**config.mk**
```make
export PLATFORM = sky130hd
export DESIGN_NAME = lsu_top
export DESIGN_NICKNAME = d
export VERILOG_FILES = /design/src/hdl/lsu_pkg.sv /design/src/hdl/lsu_req_decode.sv /design/src/hdl/amo_alu.sv /design/src/hdl/amo_sequencer.sv /design/src/hdl/lsu_wb_format.sv /design/src/hdl/lsu_top.sv
export SDC_FILE = /design/constraint.sdc
export NUM_CORES = 1
export LEC_CHECK = 0
export ABC_AREA = 1
export ABC_CLOCK_PERIOD_IN_PS = 5070
export BUFFER_PORTS_ARGS = -buffer_cell sky130_fd_sc_hd__buf_2
export CORE_MARGIN = 2
export CORE_UTILIZATION = 50
export DETAILED_ROUTE_END_ITERATION = 10
export GPL_TIMING_DRIVEN = 0
export PLACE_DENSITY_LB_ADDON = 0.25
export SLEW_MARGIN = 30
export SYNTH_ARGS = -nofsm -noshare
export SYNTH_HDL_FRONTEND = slang
export SYNTH_HIERARCHICAL = 1
export SYNTH_SLANG_ARGS = --single-unit
```
**constraint.sdc**
```tcl
create_clock -name clk -period 5.07 [get_ports clk]
set_input_delay 0 -clock clk [delete_from_list [all_inputs] [get_ports clk]]
set_output_delay 0 -clock clk [all_outputs]
set_load 0.02 [all_outputs]
```
**src/hdl/lsu_pkg.sv**
```systemverilog
package lsu_pkg;

    // data and address width
    localparam int XLEN = 32;
    // byte enables per word
    localparam int MASK_W = 4;
    // op code widths
    localparam int MEMOP_W = 4;
    localparam int AMOOP_W = 4;
    // size field on the memory bus
    localparam int MEM_SIZE_W = 4;
    // low address bits that select the byte lane
    localparam int OFF_W = 2;

    // bit positions inside the one-hot size
    localparam int SZ_B = 0;
    localparam int SZ_H = 1;
    localparam int SZ_W = 2;

    // SC.W return codes
    localparam logic [XLEN-1:0] SC_OK_CODE = 32'd0;
    localparam logic [XLEN-1:0] SC_FAIL_CODE = 32'd1;

    // memory op from execute
    typedef enum logic [MEMOP_W-1:0] {
        MEMOP_NONE,
        MEMOP_LB,
        MEMOP_LBU,
        MEMOP_LH,
        MEMOP_LHU,
        MEMOP_LW,
        MEMOP_SB,
        MEMOP_SH,
        MEMOP_SW,
        MEMOP_LR_W,
        MEMOP_SC_W,
        MEMOP_AMO
    } memop_e;

    // AMO sub-op, only meaningful with MEMOP_AMO
    typedef enum logic [AMOOP_W-1:0] {
        AMOOP_SWAP,
        AMOOP_ADD,
        AMOOP_XOR,
        AMOOP_AND,
        AMOOP_OR,
        AMOOP_MIN,
        AMOOP_MAX,
        AMOOP_MINU,
        AMOOP_MAXU
    } amoop_e;

    // signed view of a data word, for AMOMIN / AMOMAX
    typedef logic signed [XLEN-1:0] sword_t;

    // instruction arriving from execute, addr is also the ALU result
    typedef struct packed {
        memop_e           op;
        amoop_e           amo_op;
        logic [XLEN-1:0]  addr;
        logic [XLEN-1:0]  rs2;
    } lsu_req_t;

    // decoded op class
    typedef struct packed {
        logic       is_load;
        logic       is_store;
        logic       is_lr;
        logic       is_sc;
        logic       is_amo;
        logic       is_signed;
        logic [2:0] size;
    } op_class_t;

    // data memory request
    typedef struct packed {
        logic [XLEN-1:0]       addr;
        logic                  valid;
        logic                  write;
        logic [MASK_W-1:0]     mask;
        logic [MEM_SIZE_W-1:0] size;
        logic [XLEN-1:0]       wdata;
    } mem_req_t;

    // memory phase asked for by the atomic sequencer
    typedef struct packed {
        logic rd;
        logic wr;
    } amo_phase_t;

endpackage

```
**src/hdl/lsu_req_decode.sv**
```systemverilog
`timescale 1ns/1ps

module lsu_req_decode
    import lsu_pkg::*;
(
    input  lsu_req_t         req_i,
    input  amo_phase_t       phase_i,
    input  logic [XLEN-1:0]  amo_wdata_i,
    input  logic             mem_ready_i,
    output op_class_t        class_o,
    output mem_req_t         mem_req_o,
    output logic             misalign_o
);

    op_class_t         cls;
    logic              is_atomic;
    logic              wr_type;
    logic              plain_valid;
    logic [OFF_W-1:0]  off;
    logic [MASK_W-1:0] base_mask;

    // op decode into class and one-hot size
    always_comb begin
        cls = '0;
        case (req_i.op)
            MEMOP_LB: begin
                cls.is_load = 1'b1;
                cls.is_signed = 1'b1;
                cls.size[SZ_B] = 1'b1;
            end
            MEMOP_LBU: begin
                cls.is_load = 1'b1;
                cls.size[SZ_B] = 1'b1;
            end
            MEMOP_LH: begin
                cls.is_load = 1'b1;
                cls.is_signed = 1'b1;
                cls.size[SZ_H] = 1'b1;
            end
            MEMOP_LHU: begin
                cls.is_load = 1'b1;
                cls.size[SZ_H] = 1'b1;
            end
            MEMOP_LW: begin
                cls.is_load = 1'b1;
                cls.size[SZ_W] = 1'b1;
            end
            MEMOP_SB: begin
                cls.is_store = 1'b1;
                cls.size[SZ_B] = 1'b1;
            end
            MEMOP_SH: begin
                cls.is_store = 1'b1;
                cls.size[SZ_H] = 1'b1;
            end
            MEMOP_SW: begin
                cls.is_store = 1'b1;
                cls.size[SZ_W] = 1'b1;
            end
            // atomics always move a full word
            MEMOP_LR_W: begin
                cls.is_lr = 1'b1;
                cls.size[SZ_W] = 1'b1;
            end
            MEMOP_SC_W: begin
                cls.is_sc = 1'b1;
                cls.size[SZ_W] = 1'b1;
            end
            MEMOP_AMO: begin
                cls.is_amo = 1'b1;
                cls.size[SZ_W] = 1'b1;
            end
            default: cls = '0;
        endcase
    end

    assign is_atomic = cls.is_lr | cls.is_sc | cls.is_amo;
    assign off = req_i.addr[OFF_W-1:0];

    // unshifted mask from size
    always_comb begin
        base_mask = '0;
        if (cls.size[SZ_B]) begin
            base_mask = MASK_W'(4'b0001);
        end else if (cls.size[SZ_H]) begin
            base_mask = MASK_W'(4'b0011);
        end else if (cls.size[SZ_W]) begin
            base_mask = {MASK_W{1'b1}};
        end
    end

    // plain access drops valid once memory answers
    assign plain_valid = (cls.is_load | cls.is_store) & ~mem_ready_i;
    // write-type access, mask gets lane shift
    assign wr_type = cls.is_store | (is_atomic & phase_i.wr);

    always_comb begin
        mem_req_o.addr = req_i.addr;
        mem_req_o.size = {1'b0, cls.size};
        mem_req_o.mask = wr_type ? (base_mask << off) : base_mask;
        if (is_atomic) begin
            // sequencer owns the phases and the store word
            mem_req_o.valid = phase_i.rd | phase_i.wr;
            mem_req_o.write = phase_i.wr;
            mem_req_o.wdata = amo_wdata_i;
        end else begin
            mem_req_o.valid = plain_valid;
            mem_req_o.write = cls.is_store & plain_valid;
            // move store data into its byte lane
            mem_req_o.wdata = req_i.rs2 << {off, 3'b000};
        end
    end

    assign class_o = cls;
    // atomics must be word aligned
    assign misalign_o = is_atomic & (off != '0);

endmodule

```
**src/hdl/amo_alu.sv**
```systemverilog
`timescale 1ns/1ps

module amo_alu
    import lsu_pkg::*;
(
    input  amoop_e           amo_op_i,
    input  logic [XLEN-1:0]  old_i,
    input  logic [XLEN-1:0]  rs2_i,
    output logic [XLEN-1:0]  new_o
);

    logic s_lt;
    logic u_lt;

    // signed and unsigned compare of old word against rs2
    assign s_lt = sword_t'(old_i) < sword_t'(rs2_i);
    assign u_lt = old_i < rs2_i;

    always_comb begin
        case (amo_op_i)
            AMOOP_SWAP: new_o = rs2_i;
            AMOOP_ADD:  new_o = old_i + rs2_i;
            AMOOP_XOR:  new_o = old_i ^ rs2_i;
            AMOOP_AND:  new_o = old_i & rs2_i;
            AMOOP_OR:   new_o = old_i | rs2_i;
            // min keeps the smaller, ties give rs2 which is equal anyway
            AMOOP_MIN:  new_o = s_lt ? old_i : rs2_i;
            AMOOP_MAX:  new_o = s_lt ? rs2_i : old_i;
            AMOOP_MINU: new_o = u_lt ? old_i : rs2_i;
            AMOOP_MAXU: new_o = u_lt ? rs2_i : old_i;
            // unknown op falls back to swap
            default:    new_o = rs2_i;
        endcase
    end

endmodule

```
**src/hdl/amo_sequencer.sv**
```systemverilog
`timescale 1ns/1ps

module amo_sequencer
    import lsu_pkg::*;
(
    input  logic             clk,
    input  logic             rst,
    input  op_class_t        class_i,
    input  lsu_req_t         req_i,
    input  logic             amo_valid_i,
    input  logic             mem_ready_i,
    input  logic [XLEN-1:0]  mem_rdata_i,
    output amo_phase_t       phase_o,
    output logic [XLEN-1:0]  wdata_o,
    output logic [XLEN-1:0]  result_o,
    output logic             done_o,
    output logic             busy_o
);

    typedef enum logic [1:0] {
        S_IDLE,
        S_LOAD,
        S_CALC,
        S_STORE
    } state_e;

    state_e           state_q;
    logic             valid_q;
    logic             start;
    logic             done_q;
    logic             resv_valid_q;
    logic [XLEN-1:0]  resv_addr_q;
    logic [XLEN-1:0]  loaded_q;
    logic [XLEN-1:0]  calc_q;
    logic [XLEN-1:0]  result_q;
    logic [XLEN-1:0]  alu_new;
    logic             sc_hit;

    // new word from loaded value and rs2
    amo_alu i_amo_alu (
        .amo_op_i (req_i.amo_op),
        .old_i    (loaded_q),
        .rs2_i    (req_i.rs2),
        .new_o    (alu_new)
    );

    // rising edge of valid starts an atomic
    assign start = amo_valid_i & ~valid_q;
    // SC succeeds only on a live reservation to the same address
    assign sc_hit = resv_valid_q & (resv_addr_q == req_i.addr);

    always_ff @(posedge clk or posedge rst) begin
        if (rst) begin
            state_q <= S_IDLE;
            valid_q <= 1'b0;
            done_q <= 1'b0;
            resv_valid_q <= 1'b0;
            result_q <= '0;
        end else begin
            valid_q <= amo_valid_i;
            // done is a single-cycle pulse
            done_q <= 1'b0;
            case (state_q)
                S_IDLE: begin
                    if (start && class_i.is_lr) begin
                        resv_valid_q <= 1'b1;
                        state_q <= S_LOAD;
                    end else if (start && class_i.is_sc) begin
                        if (sc_hit) begin
                            state_q <= S_STORE;
                        end else begin
                            // failed SC skips memory entirely
                            result_q <= SC_FAIL_CODE;
                            resv_valid_q <= 1'b0;
                            done_q <= 1'b1;
                        end
                    end else if (start && class_i.is_amo) begin
                        state_q <= S_LOAD;
                    end
                end
                S_LOAD: begin
                    if (mem_ready_i) begin
                        if (class_i.is_amo) begin
                            state_q <= S_CALC;
                        end else begin
                            // LR.W returns the loaded word
                            result_q <= mem_rdata_i;
                            done_q <= 1'b1;
                            state_q <= S_IDLE;
                        end
                    end
                end
                // one cycle for the ALU
                S_CALC: state_q <= S_STORE;
                S_STORE: begin
                    if (mem_ready_i) begin
                        if (class_i.is_sc) begin
                            result_q <= SC_OK_CODE;
                            resv_valid_q <= 1'b0;
                        end else begin
                            // AMO hands back the old word
                            result_q <= loaded_q;
                        end
                        done_q <= 1'b1;
                        state_q <= S_IDLE;
                    end
                end
                default: state_q <= S_IDLE;
            endcase
            // any plain store kills the reservation
            if (class_i.is_store) begin
                resv_valid_q <= 1'b0;
            end
        end
    end

    // data registers
    always_ff @(posedge clk) begin
        if (state_q == S_IDLE && start && class_i.is_lr) begin
            resv_addr_q <= req_i.addr;
        end
        if (state_q == S_LOAD && mem_ready_i) begin
            loaded_q <= mem_rdata_i;
        end
        if (state_q == S_CALC) begin
            calc_q <= alu_new;
        end
    end

    assign phase_o.rd = (state_q == S_LOAD);
    assign phase_o.wr = (state_q == S_STORE);
    // SC writes rs2 as is, AMO writes the ALU word
    assign wdata_o = class_i.is_sc ? req_i.rs2 : calc_q;
    assign result_o = result_q;
    assign done_o = done_q;
    assign busy_o = (state_q != S_IDLE) & ~done_q;

endmodule

```
**src/hdl/lsu_wb_format.sv**
```systemverilog
`timescale 1ns/1ps

module lsu_wb_format
    import lsu_pkg::*;
(
    input  op_class_t        class_i,
    input  lsu_req_t         req_i,
    input  logic [XLEN-1:0]  mem_rdata_i,
    input  logic [XLEN-1:0]  amo_result_i,
    output logic [XLEN-1:0]  wb_data_o
);

    logic [7:0]       rd_byte;
    logic [15:0]      rd_half;
    logic [XLEN-1:0]  load_ext;
    logic             is_atomic;

    // read data taken at lane zero, no shift on the read side
    assign rd_byte = mem_rdata_i[7:0];
    assign rd_half = mem_rdata_i[15:0];

    // sign or zero extension by size
    always_comb begin
        if (class_i.size[SZ_B]) begin
            load_ext = {{(XLEN-8){class_i.is_signed & rd_byte[7]}}, rd_byte};
        end else if (class_i.size[SZ_H]) begin
            load_ext = {{(XLEN-16){class_i.is_signed & rd_half[15]}}, rd_half};
        end else begin
            load_ext = mem_rdata_i;
        end
    end

    assign is_atomic = class_i.is_lr | class_i.is_sc | class_i.is_amo;

    // atomic result first, then load data, else the ALU result
    always_comb begin
        if (is_atomic) begin
            wb_data_o = amo_result_i;
        end else if (class_i.is_load) begin
            wb_data_o = load_ext;
        end else begin
            wb_data_o = req_i.addr;
        end
    end

endmodule

```
**src/hdl/lsu_top.sv**
```systemverilog
`timescale 1ns/1ps

module lsu_top
    import lsu_pkg::*;
(
    input  logic             clk,
    input  logic             rst,
    input  lsu_req_t         req_i,
    input  logic             amo_valid_i,
    input  logic             mem_ready_i,
    input  logic [XLEN-1:0]  mem_rdata_i,
    output mem_req_t         mem_req_o,
    output logic [XLEN-1:0]  wb_data_o,
    output logic [XLEN-1:0]  amo_result_o,
    output logic             amo_done_o,
    output logic             amo_misalign_o,
    output logic             stall_o
);

    op_class_t        op_class;
    amo_phase_t       amo_phase;
    logic [XLEN-1:0]  amo_wdata;
    logic [XLEN-1:0]  amo_result;
    logic             amo_busy;
    mem_req_t         mem_req;

    // request decode, drives the memory bus
    lsu_req_decode i_req_decode (
        .req_i       (req_i),
        .phase_i     (amo_phase),
        .amo_wdata_i (amo_wdata),
        .mem_ready_i (mem_ready_i),
        .class_o     (op_class),
        .mem_req_o   (mem_req),
        .misalign_o  (amo_misalign_o)
    );

    // LR / SC / AMO sequencing and reservation
    amo_sequencer i_amo_sequencer (
        .clk         (clk),
        .rst         (rst),
        .class_i     (op_class),
        .req_i       (req_i),
        .amo_valid_i (amo_valid_i),
        .mem_ready_i (mem_ready_i),
        .mem_rdata_i (mem_rdata_i),
        .phase_o     (amo_phase),
        .wdata_o     (amo_wdata),
        .result_o    (amo_result),
        .done_o      (amo_done_o),
        .busy_o      (amo_busy)
    );

    // write-back value select
    lsu_wb_format i_wb_format (
        .class_i      (op_class),
        .req_i        (req_i),
        .mem_rdata_i  (mem_rdata_i),
        .amo_result_i (amo_result),
        .wb_data_o    (wb_data_o)
    );

    assign mem_req_o = mem_req;
    assign amo_result_o = amo_result;
    // hold the pipe while memory or the sequencer is busy
    assign stall_o = mem_req.valid | amo_busy;

endmodule

```
# ---- After elaboration in Yosys (flattened, before gate mapping)
# Cells that the tools add are included.
# Widths: inputs -> output; s select.
dict set report totals {
  register_bits 133
  elab_cells 144
  output_inout_bits 141
}
dict set report op_classes {
  bitwise 21
  n_lt_le_gt_ge 2
  add_sub_neg 1
  muxes 55
  eq_ne 35
  reduce_logical 20
  shift 2
}
# op count
set op_table {}
lappend op_table {{$mux 32} 17}
lappend op_table {{$pmux 32 s8} 1}
lappend op_table {{$pmux 32 s3} 1}
lappend op_table {{$lt 32x32->1} 2}
lappend op_table {{$add 32x32->32} 1}
lappend op_table {{$and 32x32->32} 1}
lappend op_table {{$eq 32x32->1} 1}
lappend op_table {{$eq 4x3->1 const B} 8}
lappend op_table {{$or 32x32->32} 1}
lappend op_table {{$shl 32x5->32} 1}
lappend op_table {{$xor 32x32->32} 1}
lappend op_table {{$mux 1} 21}
lappend op_table {{$eq 4x4->1 const B} 5}
lappend op_table {{$eq 4x2->1 const B} 4}
lappend op_table {{$mux 2} 8}
lappend op_table {{$mux 4} 4}
lappend op_table {{$ne 2x2->1 const B} 5}
lappend op_table {{$reduce_or 5->1} 2}
lappend op_table {{$and 1x1->1} 9}
lappend op_table {{$reduce_or 3->1} 3}
lappend op_table {{$eq 4x1->1 const B} 2}
lappend op_table {{$ne 4x2->1 const B} 2}
lappend op_table {{$pmux 2 s4} 1}
lappend op_table {{$reduce_and 7->1} 1}
lappend op_table {{other kinds (19)} 34}

# ---- Depth between registers and ports, before layout
# Gate-level depths: netlist of run 1.
dict set report logic_depth {
  ltp_word 8
  ltp_mapped 21
  ltp_nobuf 19
}

# ---- Hierarchy
# Netlist of run 1, hierarchy kept.
# mod area_per_inst_um2 n_inst cells_each
set by_module_without_submodules {}
lappend by_module_without_submodules {amo_alu 6377.4 1 1247}
lappend by_module_without_submodules {amo_sequencer 5719.2 1 543}
lappend by_module_without_submodules {lsu_req_decode 1447.6 1 288}
lappend by_module_without_submodules {lsu_wb_format 1092.3 1 259}
lappend by_module_without_submodules {lsu_top 11.3 1 3}

# ---- Worst setup path after synthesis of run 1
# No wires, ideal clock.
dict set report synth_path {
  path_kind {register -> register}
  startpoint {reg i_amo_sequencer.valid_q}
  endpoint {reg i_amo_sequencer.resv_addr_q[0] (enable)}
  period_less_slack_ps 3270
  path_slack_ps 1800
  arrival_ps 2809
  stages_incl_launch_ff 4
  path_cell_list {dfrtp_1 -> nor2_1 -> nand2_1 -> nor3_1}
}
dict set report synth_via {
  elab_chain_len 4
}
# item line_no
set synth_lines {}
lappend synth_lines {{start: declaration} amo_sequencer.sv:28} ;# logic valid_q;
lappend synth_lines {{start signal: assignment} amo_sequencer.sv:60} ;# valid_q <= amo_valid_i;
lappend synth_lines {{$not 1->1} amo_sequencer.sv:48} ;# assign start = amo_valid_i & ~valid_q;
lappend synth_lines {{$and 1x1->1} amo_sequencer.sv:48}
lappend synth_lines {{$logic_and 1x1->1 (2 in a row)} amo_sequencer.sv:119} ;# if (state_q == S_IDLE && start && class_i.is_lr) begin
lappend synth_lines {{end signal: assignment} amo_sequencer.sv:120} ;# resv_addr_q <= req_i.addr;
lappend synth_lines {{end: declaration} amo_sequencer.sv:32} ;# logic [XLEN-1:0] resv_addr_q;
# Every way passes these cells.
# A chain may end at the register's enable or synchronous reset.

# ---- Worst setup path after layout of run 1
dict set report layout_path {
  startpoint {reg i_amo_sequencer.loaded_q[31]}
  endpoint {reg i_amo_sequencer.calc_q[3] (data pin)}
}
dict set report layout_via {
  elab_chain_len 3
}
# item line_no
set layout_lines {}
lappend layout_lines {{start: declaration} amo_sequencer.sv:33} ;# logic [XLEN-1:0] loaded_q;
lappend layout_lines {{start signal: assignment} amo_sequencer.sv:123} ;# loaded_q <= mem_rdata_i;
lappend layout_lines {{$lt 32x32->1 (on tied branches)} {amo_alu.sv:17, amo_alu.sv:16}}
lappend layout_lines {{$mux 32 (on tied branches)} --}
lappend layout_lines {{$pmux 32 s8 (*)} amo_alu.sv:20} ;# case (amo_op_i)
lappend layout_lines {{named net i_amo_sequencer.alu_new[3]} amo_sequencer.sv:36} ;# logic [XLEN-1:0] alu_new;
lappend layout_lines {{end signal: assignment} amo_sequencer.sv:126} ;# calc_q <= alu_new;
lappend layout_lines {{end: declaration} amo_sequencer.sv:34} ;# logic [XLEN-1:0] calc_q;
# The timed path passes the listed nets; every way through them passes the cells marked *.

==> Flow_metrics.wiki, run 1 <==
{| class="wikitable"
! Metric !! Value
|-
| Total length of routed met2 wires || 28300 um
|-
| Number of setup violations in the final report || 0
|-
| Root Buffer || sky130_fd_sc_hd__clkbuf_16
|-
| Antenna violations before repair || 0
|-
| Arrival time of the worst setup path || 3.90 ns
|-
| Vias in the first global route || 16600
|-
| Max-slew violation count || 0
|-
| Total overflow reported by the global router || 0
|-
| Data required time at the worst endpoint || 5.26 ns
|-
| Final Hold Slack || 0.0221 ns
|-
| Antenna diodes || 0
|-
| Static leakage power || 9.28 nW
|-
| Post-CTS Setup Repair Bufs || 0
|-
| Number of hold buffers added after CTS || 74
|-
| Post-synthesis area per instance || 6.26 um^2
|-
| Share of the yosys chip area belonging to registers || 0.260
|-
| Type of element launching the critical path || flip-flop
|-
| Std-Cell Rows || 62
|-
| Top-level I/O count || 249
|-
| Start-to-end type of the worst setup path || flip-flop to flip-flop
|-
| Area added between synthesis and finish || 21.8%
|-
| Total detailed-routing wirelength || 61100 um
|-
| Final estimated routing congestion in global placement || 0.978
|-
| Cells after synthesis || 2340
|-
| Wire length of the first global-routing pass || 92800 um
|-
| Hold Path Origin || req_i[20]
|-
| Count of port buffers added during placement || 247
|-
| Seq. cell area || 3810 um^2
|-
| Largest cells by area after synthesis || sky130_fd_sc_hd__nand2_1, sky130_fd_sc_hd__edfxtp_1, sky130_fd_sc_hd__ha_1, sky130_fd_sc_hd__nand3_1, sky130_fd_sc_hd__dfrtp_1
|-
| Setup slack of the most critical reg-to-reg path || 1.36 ns
|-
| Dominant cell by count in the synthesized netlist || sky130_fd_sc_hd__nand2_1
|-
| Post-Synthesis Net Count || 2545
|-
| Run status || complete, no violations
|-
| Resized cells post-CTS || 0
|-
| Endpoint of the worst hold-timing path || i_amo_sequencer/calc_q[20]
|-
| Hold Crit Class || primary input to flip-flop
|-
| Post-synth top area share || 0.223
|-
| Number of antenna-violating nets in the routed design || 0
|-
| Synthesis Warnings || 6
|-
| Area of the die || 30700 um^2
|-
| Crit path time final || 3.71 ns
|-
| Multi-input gate area in the final layout || 9110 um^2
|-
| TritonCTS clock tree || yes
|-
| Largest fanout on the critical path || 10
|-
| Slew @ Worst Pin || 0.919 ns
|-
| Initial detailed-routing violation count || 1938
|-
| Most used flip-flop cell after synthesis || sky130_fd_sc_hd__edfxtp_1
|-
| Maximum clock frequency || 270 MHz
|-
| Number of iterations in the first detailed-routing pass || 5
|-
| Endpoint of the lowest-slack register-to-register path || i_amo_sequencer/calc_q[3]
|-
| Final Hold Fails || 0
|-
| Post-route fraction of the period consumed by the critical path || 0.732
|-
| List of most frequent post-synthesis cells || sky130_fd_sc_hd__nand2_1, sky130_fd_sc_hd__nor2_1, sky130_fd_sc_hd__nand3_1
|-
| Number of distinct standard cells referenced by the synthesized netlist || 58
|-
| Net count of the finished layout || 2892
|-
| Initial core utilization || 0.509
|-
| DR vias/cell || 5.68
|-
| Launching point of the worst reg2reg path || i_amo_sequencer/loaded_q[31]
|-
| Vias after detailed routing || 17500
|-
| Met3 wire len || 5910 um
|-
| Max-cap violation count || 0
|-
| Sink count of the clock tree || 133
|-
| Capturing element type of the critical path || flip-flop
|-
| Number of H-tree levels || 4
|-
| DIE WIDTH || 175 um
|-
| Die Y-Extent || 175 um
|-
| Worst slew margin || 0.382
|-
| Post-DP HPWL || 47700 um
|-
| Number of buffers added by the clock tree synthesis step || 17
|-
| Bufs on Longest Clock Path || 2
|-
| Total routing resource utilization after global routing || 0.393
|-
| DRC Markers || 0
|-
| Met1 wire length || 24100 um
|-
| Layout cells sized above 1 || 0.162
|-
| Clock transition at the register clock pins on the worst setup and hold paths after CTS || 0.06 ns
|-
| Post-detailed-route wirelength per cell || 19.8 um
|-
| Largest net degree at the start of global routing || 30
|-
| P per Cell Area || 303 nW/um^2
|-
| Cell depth of the worst hold path || 3
|-
| Number of enable flip-flop cells after synthesis || 96
|-
| Most area-hungry cell type in the Yosys netlist || sky130_fd_sc_hd__nand2_1
|-
| Clock insertion delay at the later pin of the skew report || 0.44 ns
|-
| Depth of the worst register-to-register path || 17
|-
| Proportion of synthesized flip-flops having asynchronous set or reset || 0.278
|-
| Clock skew after layout || 0.0123 ns
|-
| Largest vdd supply drop || 281 uV
|-
| Number of storage elements in the synthesis netlist || 133
|-
| Fillers || 2699
|-
| Cell area after technology mapping || 14600 um^2
|-
| Unrepaired setup endpoints after global routing || false
|-
| Top Metal Used || met4
|-
| Core footprint || 28800 um^2
|-
| Setup TNS Final || 0 ns
|}
## power breakdown
group,switching [mW],leakage (nW),internal [mW]
clock,0.529,0.294,0.803
combinational,1.66,7.63,0.806
sequential,0.241,1.36,1.37
total,2.43,9.28,2.98
## state kept, by name, indices dropped and copies added (netlist names)
signal                        flops
i_amo_sequencer/resv_valid_q      1
i_amo_sequencer/state_q           2
i_amo_sequencer/result_o         32
i_amo_sequencer/done_o            1
i_amo_sequencer/loaded_q         32
i_amo_sequencer/resv_addr_q      32
i_amo_sequencer/calc_q           32
i_amo_sequencer/valid_q           1
## worst max-delay path by stage
| stage | from | to | slack [ns] |
|---|---|---|---|
| after floorplan | i_amo_sequencer/valid_q | i_amo_sequencer/resv_addr_q[0] | 1.80 |
| after global placement | i_amo_sequencer/valid_q | i_amo_sequencer/resv_addr_q[26] | 0.60 |
| after detailed placement | i_amo_sequencer/loaded_q[31] | i_amo_sequencer/calc_q[3] | 1.50 |
| after CTS | i_amo_sequencer/loaded_q[31] | i_amo_sequencer/calc_q[3] | 1.49 |
| after global routing | i_amo_sequencer/loaded_q[31] | i_amo_sequencer/calc_q[3] | 1.23 |
| final | i_amo_sequencer/loaded_q[31] | i_amo_sequencer/calc_q[3] | 1.36 |
## cell type report
cell class / count / area share
multi-input cells: 1828 / 0.510
flip-flops and latches: 133 / 0.213
well taps: 384 / 0.0269
repair buffers: 328 / 0.117
clock inverters: 11 / 0.00841
inverters: 240 / 0.0508
plain buffers: 139 / 0.0473
clock buffers: 21 / 0.0258
## logic make-up (layout without fill, tap and decap cells)
group                      count (synthesis)  after routing  synth area share
and+or+nand+nor                         1408           1408             0.397
buffers and inverters                    379            739             0.120
AOI/OAI and AO/OA                        308            308             0.131
DFF                                      133            133             0.260
adders and majority gates                 97             97            0.0834
xor gates and xnor gates                  14             14           0.00837
other                                      1              1          0.000256
## metal layers
metal	up-vias	GRT usage
met5	-	0
met4	0	0.179
met1	8023	0.491
met2	1065	0.657
met3	158	0.0759
li1	8278	-
## stage by stage
stage / instances / total power [mW] / worst slack (ns) / utilization / cell area [um^2]
after floorplan: 2340 / 3.08 / 1.80 / - / 14600
after global placement: 2971 / 3.90 / 0.602 / 0.569 / 16400
after detailed placement: 2978 / 3.95 / 1.50 / 0.573 / 16500
after CTS: 3084 / 5.34 / 1.49 / 0.620 / 17800
after global routing: 3084 / 5.68 / 1.23 / 0.620 / 17800
final: 3084 / 5.41 / 1.36 / 0.620 / 17800
## critical path, cell delays in order (launching register included)
cell	delay [ns]
sky130_fd_sc_hd__edfxtp_1	0.52
sky130_fd_sc_hd__inv_1	0.12
sky130_fd_sc_hd__ha_1	0.49
sky130_fd_sc_hd__nor2_1	0.20
sky130_fd_sc_hd__nand3_1	0.13
sky130_fd_sc_hd__nor2_2	0.25
sky130_fd_sc_hd__nand2_1	0.10
sky130_fd_sc_hd__nor2_1	0.17
sky130_fd_sc_hd__nand2_2	0.18
sky130_fd_sc_hd__nand2_4	0.15
sky130_fd_sc_hd__nand2_2	0.10
sky130_fd_sc_hd__nand3_1	0.23
sky130_fd_sc_hd__nand2_1	0.21
sky130_fd_sc_hd__buf_4	0.24
sky130_fd_sc_hd__nand2_1	0.07
sky130_fd_sc_hd__nand2_1	0.05
sky130_fd_sc_hd__nor2_1	0.18
sky130_fd_sc_hd__nor2_1	0.07
## placed cells by master, fill, tap and decap left out, types with 6 or more instances in the layout
| cell type | n |
|---|---|
| sky130_fd_sc_hd__buf_4 | 51 |
| sky130_fd_sc_hd__ha_1 | 96 |
| sky130_fd_sc_hd__clkbuf_16 | 17 |
| sky130_fd_sc_hd__nor3_1 | 14 |
| sky130_fd_sc_hd__o22a_1 | 8 |
| sky130_fd_sc_hd__inv_1 | 223 |
| sky130_fd_sc_hd__o21ai_0 | 84 |
| sky130_fd_sc_hd__a32o_1 | 28 |
| sky130_fd_sc_hd__o22ai_1 | 29 |
| sky130_fd_sc_hd__inv_2 | 13 |
| sky130_fd_sc_hd__o21ai_1 | 22 |
| sky130_fd_sc_hd__or2_2 | 11 |
| sky130_fd_sc_hd__nor2_1 | 235 |
| sky130_fd_sc_hd__dfrtp_1 | 37 |
| sky130_fd_sc_hd__buf_2 | 277 |
| sky130_fd_sc_hd__nor2_2 | 6 |
| sky130_fd_sc_hd__buf_1 | 8 |
| sky130_fd_sc_hd__xnor2_1 | 9 |
| sky130_fd_sc_hd__nand3_1 | 230 |
| sky130_fd_sc_hd__clkbuf_1 | 41 |
| sky130_fd_sc_hd__buf_6 | 15 |
| sky130_fd_sc_hd__dlygate4sd3_1 | 74 |
| sky130_fd_sc_hd__o211ai_1 | 10 |
| sky130_fd_sc_hd__edfxtp_1 | 96 |
| sky130_fd_sc_hd__a211oi_1 | 10 |
| sky130_fd_sc_hd__a21o_1 | 6 |
| sky130_fd_sc_hd__a21oi_1 | 83 |
| sky130_fd_sc_hd__nand2_2 | 6 |
| sky130_fd_sc_hd__nand4_1 | 12 |
| sky130_fd_sc_hd__nand2_1 | 871 |
Power figures use the tool's default switching activity.
==> run 2, diff against run 1 <==
--- a/config.mk
+++ b/config.mk
@@ -6,7 +6,7 @@
 export NUM_CORES = 1
 export LEC_CHECK = 0
 export ABC_AREA = 1
-export ABC_CLOCK_PERIOD_IN_PS = 5070
+export ABC_CLOCK_PERIOD_IN_PS = 3600
 export BUFFER_PORTS_ARGS = -buffer_cell sky130_fd_sc_hd__buf_2
 export CORE_MARGIN = 2
 export CORE_UTILIZATION = 50
==> constraint.sdc (replaced) <==
create_clock -name clk -period 3.6 [get_ports clk]
set_input_delay 0 -clock clk [delete_from_list [all_inputs] [get_ports clk]]
set_output_delay 0 -clock clk [all_outputs]
set_load 0.02 [all_outputs]
==> run 2 against run 1 <==
Die area unchanged. Via count about the same. Critical endpoint is now i_amo_sequencer/calc_q[31]. Clock power increased by 41%. Largest power group unchanged. Largest cell class unchanged. Clock skew increased by 0.00067 ns.
==> Flow_metrics.wiki, run 2 (synthesis gave the netlist of run 1 again) <==
{| class="wikitable"
! Metric !! Value
|-
| Area added between synthesis and finish || 22.3%
|-
| Initial core utilization || 0.509 (unchanged)
|-
| Endpoint of the lowest-slack register-to-register path || i_amo_sequencer/calc_q[31]
|-
| Post-DP HPWL || 47700 um (unchanged)
|-
| Multi-input gate area in the final layout || 9120 um^2 (+0.11%)
|-
| Timing endpoint of the critical path || i_amo_sequencer/calc_q[31]
|-
| DIE WIDTH || 175 um (unchanged)
|-
| Area of the die || 30700 um^2 (unchanged)
|-
| Total detailed-routing wirelength || 61100 um (about the same)
|-
| TritonCTS clock tree || yes
|-
| Type of element launching the critical path || flip-flop
|-
| Setup slack of the most critical reg-to-reg path || 0.06 ns (-1.30 ns)
|-
| Worst setup startpoint || i_amo_sequencer/loaded_q[4]
|-
| Max stage delay cell, worst path || sky130_fd_sc_hd__o21ai_0
|-
| Start-to-end type of the worst setup path || flip-flop to flip-flop
|-
| Antenna diodes || 0 (unchanged)
|-
| Vias after detailed routing || 17500 (+0.017%)
|-
| Initial detailed-routing violation count || 1700 (-12%)
|-
| Top delay family on crit path || compound AO/OA/AOI/OAI gates
|-
| Top library cells by usage in the layout, fill and taps aside || sky130_fd_sc_hd__nand2_1, sky130_fd_sc_hd__buf_2, sky130_fd_sc_hd__nor2_1
|-
| Setup slack of the critical path after layout || 0.0594 ns (-1.30 ns)
|-
| Count of port buffers added during placement || 247 (unchanged)
|-
| Top-level I/O count || 249 (unchanged)
|-
| Maximum clock frequency || 282 MHz (+4.8%)
|-
| Final Hold Fails || 0 (unchanged)
|-
| Die Y-Extent || 175 um (unchanged)
|-
| Bufs and invs on worst path || 2 (unchanged)
|-
| Capturing element type of the critical path || flip-flop
|-
| Slew @ Worst Pin || 0.928 ns (+0.00833 ns)
|-
| Post-layout utilization of the core || 0.622 (+0.00244)
|-
| Post-route fraction of the period consumed by the critical path || 0.984 (+0.252)
|-
| Launching point of the worst reg2reg path || i_amo_sequencer/loaded_q[4]
|-
| Largest net degree at the start of global routing || 30 (unchanged)
|-
| Overall Power || 7.63 mW (+41%)
|-
| Layout cells sized above 1 || 0.167 (+0.00432)
|-
| DRC Markers || 0 (unchanged)
|-
| Fillers || 2693 (-0.22%)
|-
| Static leakage power || 9.32 nW (+0.38%)
|-
| P per Cell Area || 426 nW/um^2 (+41%)
|-
| Unrepaired setup endpoints after global routing || true
|-
| Number of buffers added by the clock tree synthesis step || 17 (unchanged)
|-
| Sink count of the clock tree || 133 (unchanged)
|-
| Clock insertion delay at the later pin of the skew report || 0.44 ns (about the same)
|-
| Crit path time final || 3.54 ns (-0.170 ns)
|-
| Worst slew margin || 0.377 (-0.00559)
|-
| Final estimated routing congestion in global placement || 0.978 (unchanged)
|-
| CP max stage delay || 0.61 ns (+0.09 ns)
|-
| Antenna violations before repair || 0 (unchanged)
|-
| Bufs on Longest Clock Path || 2 (unchanged)
|-
| Number of setup violations in the final report || 0 (unchanged)
|-
| Number of iterations in the first detailed-routing pass || 8 (+3)
|-
| Root Buffer || sky130_fd_sc_hd__clkbuf_16
|-
| DR vias/cell || 5.67 (-0.24%)
|-
| Seq. cell area || 3810 um^2 (unchanged)
|-
| Hold Crit Class || primary input to flip-flop
|-
| Run status || complete, no violations
|-
| Cell-by-cell trace of the critical path || inv_1 -> ha_1 -> clkbuf_1 -> a21oi_1 -> o21ai_0 -> a21oi_1 -> o21ai_0 -> nand2_1 -> nand2_1 -> nand2_1 -> nand3_1 -> nand2_1 -> nor2_1 -> nand3_1
|-
| Setup slack after placement || 0.0325 ns (-1.47 ns)
|-
| Max-slew violation count || 0 (unchanged)
|-
| Total routing resource utilization after global routing || 0.393 (unchanged)
|-
| Data required time at the worst endpoint || 3.78 ns (-1.48 ns)
|-
| Largest fanout on the critical path || 8 (-2)
|-
| Clock skew after layout || 0.0129 ns (+0.000671 ns)
|-
| Wire length of the first global-routing pass || 92800 um (unchanged)
|-
| Number of H-tree levels || 4 (unchanged)
|-
| Number of antenna-violating nets in the routed design || 0 (unchanged)
|-
| Core footprint || 28800 um^2 (unchanged)
|-
| Commonest non-fill, non-tap cell in the layout || sky130_fd_sc_hd__nand2_1
|-
| Net count of the finished layout || 2900 (+0.28%)
|-
| Total overflow reported by the global router || 0 (unchanged)
|-
| Arrival time of the worst setup path || 3.72 ns (-0.18 ns)
|-
| Vias in the first global route || 16600 (unchanged)
|-
| Std-Cell Rows || 62 (unchanged)
|-
| Crit path depth || 14 (-3)
|-
| Clock transition at the register clock pins on the worst setup and hold paths after CTS || 0.06 ns (about the same)
|-
| Cell occurring most often along the worst timing path || sky130_fd_sc_hd__nand2_1
|-
| Largest vdd supply drop || 395 uV (+41%)
|-
| Max-cap violation count || 0 (unchanged)
|-
| Depth of the worst register-to-register path || 14 (-3)
|-
| Post-detailed-route wirelength per cell || 19.7 um (-0.31%)
|}
==> run 2: changes by cell type in the layout (fill, tap and decap cells not counted) <==
cell	change
sky130_fd_sc_hd__inv_1	-2
sky130_fd_sc_hd__ha_2	+1
sky130_fd_sc_hd__buf_4	+8
sky130_fd_sc_hd__ha_1	-1
sky130_fd_sc_hd__nand3_1	-1
sky130_fd_sc_hd__nand2_2	+1
sky130_fd_sc_hd__nand2_1	-1
sky130_fd_sc_hd__inv_2	+2
sky130_fd_sc_hd__nand3_2	+1
==> run 2: power by group <==
part           switching [mW]  leakage (nW)  total [mW]  internal (mW)
sequential              0.340          1.36        2.26           1.92
combinational            2.34          7.66        3.49           1.15
clock                   0.749         0.294        1.88           1.13
==> run 2: worst min-delay path, delay by kind of cell <==
family,cells,cell delay [ns]
simple gates,2,0.16
buf+inv,1,0.18
==> run 2: metal layers <==
| metal | GRT usage | up-vias | share of wire |
|---|---|---|---|
| met3 | 0.0759 | 164 | 0.10 |
| met4 | 0.179 | 0 | 0.046 |
| met2 | 0.657 | 1066 | 0.46 |
| met1 | 0.491 | 8003 | 0.39 |
| li1 | - | 8294 | - |
| met5 | 0 | - | 0 |
==> run 2: final cells by class <==
class	instances	share of cell area
tap	384	0.0268
clock inverter	11	0.00838
multi-input combinational	1828	0.509
timing repair buffer	336	0.120
sequential	133	0.213
inverter	240	0.0506
buffer	139	0.0471
clock buffer	21	0.0257
==> run 2: worst min-delay path by stage <==
stage | from | endpoint | slack (ns) | cells past startpoint
2_1_floorplan | amo_valid_i | i_amo_sequencer/valid_q | 0.03 | 0
3_3_place_gp | amo_valid_i | i_amo_sequencer/valid_q | 0.13 | 1
3_5_place_dp | rst | i_amo_sequencer/result_o[26] | -0.07 | 2
4_1_cts | req_i[29] | i_amo_sequencer/calc_q[29] | 0.007 | 3
5_1_grt | rst | i_amo_sequencer/result_o[26] | 0.04 | 3
6_report | req_i[10] | i_amo_sequencer/calc_q[10] | 0.02 | 3
==> run 2: repair_timing <==
item	in CTS	in global routing
buffers inserted	0	8
setup endpoints to repair	0	25
hold endpoints to repair	141	0
hold buffers	74	0
gates resized for setup	0	5
==> run 2: stage by stage <==
stage / setup TNS, ns / hold WS [ns] / area, um^2 / std cells
global route: -0.201 / 0.0361 / 17900 / 3092
detailed placement: 0 / -0.0745 / 16500 / 2978
global placement: -27.66 / 0.134 / 16400 / 2971
CTS: 0 / 0.00682 / 17800 / 3084
floorplan: 0 / 0.0314 / 14600 / 2340
finish: 0 / 0.0249 / 17900 / 3092
